$ cat src/reorderPkg.sv
/*
 * Reorder buffer shared definitions
 * Issue-number type and the execution-unit report channels
 */

package reorderPkg;

	//////////////////////////////////////////////////////////////////////
	// Issue numbers
	//////////////////////////////////////////////////////////////////////

	localparam int issueWidth = 8;	// Bits per issue number

	typedef logic [issueWidth-1:0] issueNumber;

	//////////////////////////////////////////////////////////////////////
	// Execution-unit report channels
	//////////////////////////////////////////////////////////////////////

	localparam int unitCount = 3;	// Units that report completion

	// Channel names, also used as array indices
	typedef enum logic [1:0] {
		ldSt1,	// First load/store unit
		ldSt2,	// Second load/store unit
		math	// Math unit
	} unitId;

endpackage

$ cat src/ringPointerIf.sv
/*
 * Ring pointer link
 * Strobes from the entry table, pointers and fill state back from control
 */

`timescale 1ns/1ps

interface ringPointerIf #(
	parameter int entryCount = 16
);

	localparam int addrWidth = (entryCount > 1) ? $clog2(entryCount) : 1;

	logic write;	// Store accepted this cycle
	logic read;	// Head popped this cycle
	logic [addrWidth-1:0] writeAddr;	// Tail slot
	logic [addrWidth-1:0] readAddr;	// Head slot
	logic full;
	logic empty;

	modport tableSide (output write, read, input writeAddr, readAddr, full, empty);
	modport control (input write, read, output writeAddr, readAddr, full, empty);

endinterface

$ cat src/unitReportIf.sv
/*
 * Unit report link
 * Held completion reports toward the table, acceptance pulses back
 */

`timescale 1ns/1ps

interface unitReportIf;

	//////////////////////////////////////////////////////////////////////
	// Capture side
	//////////////////////////////////////////////////////////////////////

	logic pending [reorderPkg::unitCount];	// Report held per unit
	reorderPkg::issueNumber number [reorderPkg::unitCount];	// Held issue number

	//////////////////////////////////////////////////////////////////////
	// Table side
	//////////////////////////////////////////////////////////////////////

	// One-cycle pulse when the held number hit a live entry
	logic accepted [reorderPkg::unitCount];

	modport capture (output pending, number, input accepted);
	modport tableSide (input pending, number, output accepted);

endinterface

$ cat src/ringBufferControl.sv
/*
 * Ring buffer control
 * Head and tail pointers plus occupancy count for the entry ring
 * Full and empty are decoded from the count
 */

`timescale 1ns/1ps

module ringBufferControl #(
	parameter int entryCount = 16
)(
	input logic clock,
	input logic reset,
	ringPointerIf.control ring
);

	localparam int addrWidth = (entryCount > 1) ? $clog2(entryCount) : 1;
	localparam int countWidth = $clog2(entryCount + 1);

	logic [countWidth-1:0] count;	// Entries in flight

	//////////////////////////////////////////////////////////////////////
	// Pointers
	//////////////////////////////////////////////////////////////////////

	always_ff @(posedge clock) begin
		if (reset) begin
			ring.writeAddr <= '0;
			ring.readAddr <= '0;
		end else begin
			if (ring.write) begin
				if (ring.writeAddr == addrWidth'(entryCount - 1))
					ring.writeAddr <= '0;	// Wrap
				else
					ring.writeAddr <= ring.writeAddr + 1'b1;
			end
			if (ring.read) begin
				if (ring.readAddr == addrWidth'(entryCount - 1))
					ring.readAddr <= '0;
				else
					ring.readAddr <= ring.readAddr + 1'b1;
			end
		end
	end

	//////////////////////////////////////////////////////////////////////
	// Occupancy
	//////////////////////////////////////////////////////////////////////

	always_ff @(posedge clock) begin
		if (reset)
			count <= '0;
		else if (ring.write && !ring.read)
			count <= count + 1'b1;
		else if (ring.read && !ring.write)
			count <= count - 1'b1;
		// Both strobes together leave the count alone
	end

	assign ring.full = (count == countWidth'(entryCount));
	assign ring.empty = (count == '0);

endmodule

$ cat src/completionCapture.sv
/*
 * Completion capture
 * One hold register per execution unit, kept until the table accepts it
 */

`timescale 1ns/1ps

module completionCapture (
	input logic clock,
	input logic reset,
	input logic reportRequest [reorderPkg::unitCount],
	input reorderPkg::issueNumber reportNumber [reorderPkg::unitCount],
	unitReportIf.capture report
);

	//////////////////////////////////////////////////////////////////////
	// Pending flags
	//////////////////////////////////////////////////////////////////////

	// Acceptance wins over a new request, though units wait for it anyway
	always_ff @(posedge clock) begin
		for (int u = 0; u < reorderPkg::unitCount; u++) begin
			if (reset)
				report.pending[u] <= 1'b0;
			else if (report.accepted[u])
				report.pending[u] <= 1'b0;	// Drop once matched
			else if (reportRequest[u])
				report.pending[u] <= 1'b1;
		end
	end

	//////////////////////////////////////////////////////////////////////
	// Held numbers
	//////////////////////////////////////////////////////////////////////

	// Loaded with the request, only looked at while pending
	always_ff @(posedge clock) begin
		for (int u = 0; u < reorderPkg::unitCount; u++) begin
			if (reportRequest[u] && !report.accepted[u])
				report.number[u] <= reportNumber[u];
		end
	end

endmodule

$ cat src/reorderTable.sv
/*
 * Reorder table
 * Entry storage in issue order, matching of held completion reports
 * and presentation of the head entry for commit
 */

`timescale 1ns/1ps

module reorderTable #(
	parameter int entryCount = 16
)(
	input logic clock,
	input logic reset,
	input logic store,
	input reorderPkg::issueNumber issueNumber,
	input logic commitGrant,
	ringPointerIf.tableSide ring,
	unitReportIf.tableSide report,
	output logic commitRequest,
	output reorderPkg::issueNumber commitNumber
);

	logic valid [entryCount];	// Slot holds a live entry
	logic done [entryCount];	// Completion seen for slot
	reorderPkg::issueNumber number [entryCount];

	logic [entryCount-1:0] setDone;	// Slots hit by a report this cycle

	//////////////////////////////////////////////////////////////////////
	// Ring strobes
	//////////////////////////////////////////////////////////////////////

	assign ring.write = store && !ring.full;	// Store while full is dropped
	assign ring.read = commitRequest && commitGrant;

	//////////////////////////////////////////////////////////////////////
	// Report matching
	//////////////////////////////////////////////////////////////////////

	// Issue numbers are unique in flight, so at most one slot hits per unit
	always_comb begin
		setDone = '0;
		for (int u = 0; u < reorderPkg::unitCount; u++) begin
			report.accepted[u] = 1'b0;
			for (int i = 0; i < entryCount; i++) begin
				if (report.pending[u] && valid[i] && !done[i] &&
						number[i] == report.number[u]) begin
					report.accepted[u] = 1'b1;
					setDone[i] = 1'b1;
				end
			end
		end
	end

	//////////////////////////////////////////////////////////////////////
	// Entry state
	//////////////////////////////////////////////////////////////////////

	always_ff @(posedge clock) begin
		if (reset) begin
			for (int i = 0; i < entryCount; i++) begin
				valid[i] <= 1'b0;
				done[i] <= 1'b0;
			end
		end else begin
			for (int i = 0; i < entryCount; i++) begin
				if (setDone[i])
					done[i] <= 1'b1;
			end
			// Popped head, never the slot a report hits
			if (ring.read) begin
				valid[ring.readAddr] <= 1'b0;
				done[ring.readAddr] <= 1'b0;
			end
			// New tail, cannot collide with the head since full blocks it
			if (ring.write) begin
				valid[ring.writeAddr] <= 1'b1;
				done[ring.writeAddr] <= 1'b0;
			end
		end
	end

	always_ff @(posedge clock) begin
		if (ring.write)
			number[ring.writeAddr] <= issueNumber;
	end

	//////////////////////////////////////////////////////////////////////
	// Commit presentation
	//////////////////////////////////////////////////////////////////////

	// Head waits here until granted
	assign commitRequest = valid[ring.readAddr] && done[ring.readAddr];
	assign commitNumber = number[ring.readAddr];

endmodule

$ cat src/scalarReorderBuffer.sv
/*
 * Scalar-unit reorder buffer
 * Records issue numbers in order, collects completion reports from two
 * load/store units and the math unit, commits to the hazard unit in order
 */

`timescale 1ns/1ps

module scalarReorderBuffer #(
	parameter int entryCount = 16
)(
	input logic clock,
	input logic reset,
	input logic store,	// Record a new issue number
	input reorderPkg::issueNumber issueNumber,
	input logic reportRequest [reorderPkg::unitCount],	// Completion strobes
	input reorderPkg::issueNumber reportNumber [reorderPkg::unitCount],
	input logic commitGrant,	// Hazard unit takes the head
	output logic commitRequest,
	output reorderPkg::issueNumber commitNumber,
	output logic unitAccepted [reorderPkg::unitCount],	// Report taken, unit may go on
	output logic full,
	output logic empty
);

	ringPointerIf #(.entryCount(entryCount)) ring ();
	unitReportIf report ();

	//////////////////////////////////////////////////////////////////////
	// Report capture
	//////////////////////////////////////////////////////////////////////

	completionCapture capture (
		.clock         (clock),
		.reset         (reset),
		.reportRequest (reportRequest),
		.reportNumber  (reportNumber),
		.report        (report.capture)
	);

	//////////////////////////////////////////////////////////////////////
	// Ring pointers
	//////////////////////////////////////////////////////////////////////

	ringBufferControl #(.entryCount(entryCount)) control (
		.clock (clock),
		.reset (reset),
		.ring  (ring.control)
	);

	//////////////////////////////////////////////////////////////////////
	// Entry table
	//////////////////////////////////////////////////////////////////////

	reorderTable #(.entryCount(entryCount)) entries (
		.clock         (clock),
		.reset         (reset),
		.store         (store),
		.issueNumber   (issueNumber),
		.commitGrant   (commitGrant),
		.ring          (ring.tableSide),
		.report        (report.tableSide),
		.commitRequest (commitRequest),
		.commitNumber  (commitNumber)
	);

	// Acceptance back to each unit
	assign unitAccepted[reorderPkg::ldSt1] = report.accepted[reorderPkg::ldSt1];
	assign unitAccepted[reorderPkg::ldSt2] = report.accepted[reorderPkg::ldSt2];
	assign unitAccepted[reorderPkg::math] = report.accepted[reorderPkg::math];

	assign full = ring.full;
	assign empty = ring.empty;

endmodule

$ cat config.mk
export PLATFORM = sky130hd
export DESIGN_NAME = scalarReorderBuffer
export DESIGN_NICKNAME = d
export VERILOG_FILES = /design/src/reorderPkg.sv /design/src/ringPointerIf.sv /design/src/unitReportIf.sv /design/src/ringBufferControl.sv /design/src/completionCapture.sv /design/src/reorderTable.sv /design/src/scalarReorderBuffer.sv
export SDC_FILE = /design/constraint.sdc
export NUM_CORES = 1
export LEC_CHECK = 0
export BUFFER_PORTS_ARGS = -buffer_cell sky130_fd_sc_hd__buf_2
export CAP_MARGIN = 20
export CORE_AREA = 2 2 212 214
export CTS_BUF_LIST = sky130_fd_sc_hd__clkbuf_16
export CTS_CLUSTER_DIAMETER = 120
export DETAILED_ROUTE_END_ITERATION = 8
export DIE_AREA = 0 0 214 216
export PLACE_DENSITY = 0.54
export SLEW_MARGIN = 25
export SYNTH_ARGS = -nofsm -noshare
export SYNTH_HDL_FRONTEND = slang
export SYNTH_HIERARCHICAL = 1
export SYNTH_SLANG_ARGS = --single-unit
$ cat constraint.sdc
create_clock -name clock -period 8.1 [get_ports clock]
set_clock_uncertainty 0.15 [all_clocks]
set_input_delay 0 -clock clock [delete_from_list [all_inputs] [get_ports clock]]
set_output_delay 0 -clock clock [all_outputs]
set_load 0.005 [all_outputs]
==> impl_metrics.ini <==
[status]
status = finished, final reports clean

[hold_path]
whs_endpoint = capture/report.number[16]
hold_path_depth = 2
hp-class = in -> reg
hold_start = reportNumber[16]

[synthesis]
ys.flop_type = edfxtp_1
synth_cell_types = 54
synth-seq-area-share_pct = 42.37
async_flop_share_pct = 0
synth-edff-count = 152
ys_ff_latch = 200
syn-instance-count = 1162
avgSynthCellArea_um2 = 11.22
netlist_area_um2 = 13040
yosysWarnings = 6
syn-num-nets = 1208

[critical_path]
worst_setup_path_start_kind = register
rr_worst_depth = 15
slowest_stage = dfxtp_2
end_kind = register
r2r-start = control/ring.readAddr[1]
criticalPathCategory = reg -> reg
r2r-end = control/count[4]
crit_chain = buf_4 > and3b_1 > a311o_1 > a21o_1 > a311oi_1 > a31oi_1 > and2_1 > inv_1 > ha_1 > inv_1 > ha_1 > a21oi_1 > a211oi_1 > a31oi_1 > mux2_1
cp.required_ns = 8.31
path_max_fanout = 34
crit_buf_inv = 3
path_depth = 15
cpLargestDelayFamily = compound AO/OA/AOI/OAI gates
cpPeakStageDelay_ns = 0.74
rrSetupSlack_ns = 3.58
cp_data_arrival_time_ns = 4.73

[clock_tree]
cts_tree = yes
clockBufferDepth = 2
clock-sinks = 200
post_cts_buffers = 0
clk_pin_slew_worst_paths_ns = 0.08
cts_buffers = 17
clk_latency_ns = 0.47
h-tree-depth = 4
cts_root_buf = clkbuf_16

[routing]
dr.pass1.iters = 5
wl_per_cell_um = 25.40
route.detailed.drc = 0
dr_total_vias = 10010
routed_wl_um = 46640
avgViaCountPerCell = 5.452
antenna_left = 0
drt_iter0_drc = 1207

[floorplan]
core_area_um2 = 43840
fp.dieW_um = 214
dieHeight_um = 216
row_count = 77
die-area_um2 = 46220
initial_core_util_pct = 29.75
io_pins = 53

[grt]
grt_first_pass_wirelength_um = 68280
grt_pass1_vias = 9760
grt_max_degree = 54
antenna_found_initial = 0
grt-ovfl-total = 0
track_usage_pct = 20.32

[timing]
maxClockFrequency_mhz = 221.3
fin_tns_setup_ns = 0
period_share_pct = 55.78
rsz0062_at_grt = false
final_hold_viol_count = 0
fin_hold_ws_ns = 0.08633
slew_headroom_pct = 20.68
worst_slew_pin_slew_ns = 1.188
setup_viol = 0
finalCriticalPeriod_ns = 4.518
slew_viol_final = 0

[power_and_ir_drop]
power_density_nw_per_um2 = 167.8
ir_worst_vdd_v = 0.0001380
power.leakage_nw = 4.399

[cells_and_area]
antenna_cells = 0
drive_gt1_share_pct = 13.42
finalInstanceArea_um2 = 14690
fillCellCount = 4417
nets = 1277
syn_to_final_growth_pct = 12.65
final_cells = 1836

[placed_design]
portBuffers = 52
place_inst = 1766
dp_hpwl_um = 32050
gp_congestion = 0.9960
post_dp_cell_area_um2 = 13700

[job]
cap_violations = 0
what timing repair did:
item,CTS,global route
hold buffers,38,0
resized for setup,0,0
hold endpoints to repair,193,0
layer usage:
layer  wire, µm  track usage [%]  vias up
li1           -                -     4313
met1      18630            26.06     4962
met2      21680            32.77      587
met3       4017            3.693      147
met4       2317            10.51        0
met5          0                0        -
placed cells by master (no fill, tap or decap), types with 5 or more instances in the layout:
| cell | Yosys | final |
|---|---|---|
| mux2i_1 | 7 | 7 |
| or3_1 | 5 | 5 |
| a21oi_1 | 21 | 21 |
| nor3_1 | 58 | 57 |
| o21ai_0 | 10 | 10 |
| buf_4 | 23 | 31 |
| nand3_1 | 100 | 100 |
| xor2_1 | 34 | 34 |
| mux4_2 | 41 | 41 |
| nand2_1 | 23 | 23 |
| nor2_1 | 54 | 54 |
| nor4_1 | 31 | 31 |
| clkbuf_16 | 0 | 17 |
| inv_6 | 0 | 6 |
| dlygate4sd3_1 | 0 | 38 |
| ha_1 | 6 | 6 |
| dfxtp_1 | 48 | 46 |
| inv_1 | 9 | 9 |
| or4_1 | 8 | 8 |
| xnor2_1 | 354 | 354 |
| edfxtp_1 | 152 | 152 |
| and3_1 | 9 | 9 |
| nor2b_1 | 23 | 23 |
| nand4_1 | 52 | 52 |
| buf_2 | 13 | 52 |
logic make-up after synthesis:
family | Yosys count | synth area share (%)
XOR/XNOR | 388 | 26.06
buffers and inverters | 80 | 4.692
AO/OA/AOI/OAI | 46 | 2.120
flip-flops | 200 | 42.37
adder cells (fa/ha/maj) | 7 | 0.7291
AND/OR/NAND/NOR | 390 | 16.16
multiplexers | 51 | 7.877
sequential cells by signal, indices dropped and copies added (netlist names):
name	cells
entries/done	16
control/count	5
entries/valid	16
entries/number	128
capture/report.number	24
control/ring.writeAddr	4
control/ring.readAddr	4
capture/report.pending	3
metrics by stage:
step                      worst slack (ns)  util, %  power [mW]
after floorplan                      4.792        -       1.461
after global placement               3.726    31.26       1.576
after detailed placement             3.675    31.26       1.582
after CTS                            3.648    33.50       2.477
after global routing                 3.352    33.52       2.551
final                                3.582    33.52       2.465
power breakdown:
group          internal, mW  switching [mW]  total, mW  leakage [nW]
clock                 0.443           0.441      0.884         0.295
sequential             1.14          0.0492       1.19          1.78
combinational         0.171           0.222      0.393          2.32
synthesized netlist by cell type (all sizes together) (2+ instances only):
cell type,number,area [µm²]
mux2i,7,70.07
a311oi,2,17.52
nand2,23,86.33
or3b,2,17.52
dfxtp,48,960.9
mux4,41,923.4
xnor2,354,3100
and3,9,56.30
or4,8,60.06
nor4b,3,26.28
edfxtp,152,4564
a21o,2,15.01
o21ai,10,50.05
and3b,2,17.52
nor4,32,206.5
nand3b,4,30.03
xor2,34,297.8
mux2,3,33.78
a21oi,21,105.1
ha,6,75.07
nand4,52,325.3
and2,4,25.02
inv,9,33.78
nand2b,4,25.02
nor2,54,202.7
nor2b,23,143.9
clkbuf,11,45.05
or3,5,31.28
a31oi,4,25.02
nor3,58,290.3
nor4bb,2,20.02
nand3,100,500.5
buf,60,533.0
final cells by class:
| type | count | area (µm²) | area share, % |
|---|---|---|---|
| inverters | 9 | 33.78 | 0.2299 |
| well taps | 592 | 740.7 | 5.042 |
| clock inverters | 15 | 175.2 | 1.192 |
| clock buffers | 17 | 425.4 | 2.896 |
| multi-input cells | 882 | 6915 | 47.07 |
| repair buffers | 121 | 873.3 | 5.944 |
| flip-flops and latches | 200 | 5528 | 37.63 |
worst max path at each step:
stage	from	to
after global placement	control/ring.readAddr[1]	control/count[4]
after global routing	control/ring.readAddr[1]	control/count[4]
after CTS	control/ring.readAddr[1]	control/count[4]
after floorplan	control/ring.readAddr[0]	control/count[4]
final	control/ring.readAddr[1]	control/count[4]
after detailed placement	control/ring.readAddr[1]	control/count[4]
Note: power is estimated with default switching activity, not from simulation.
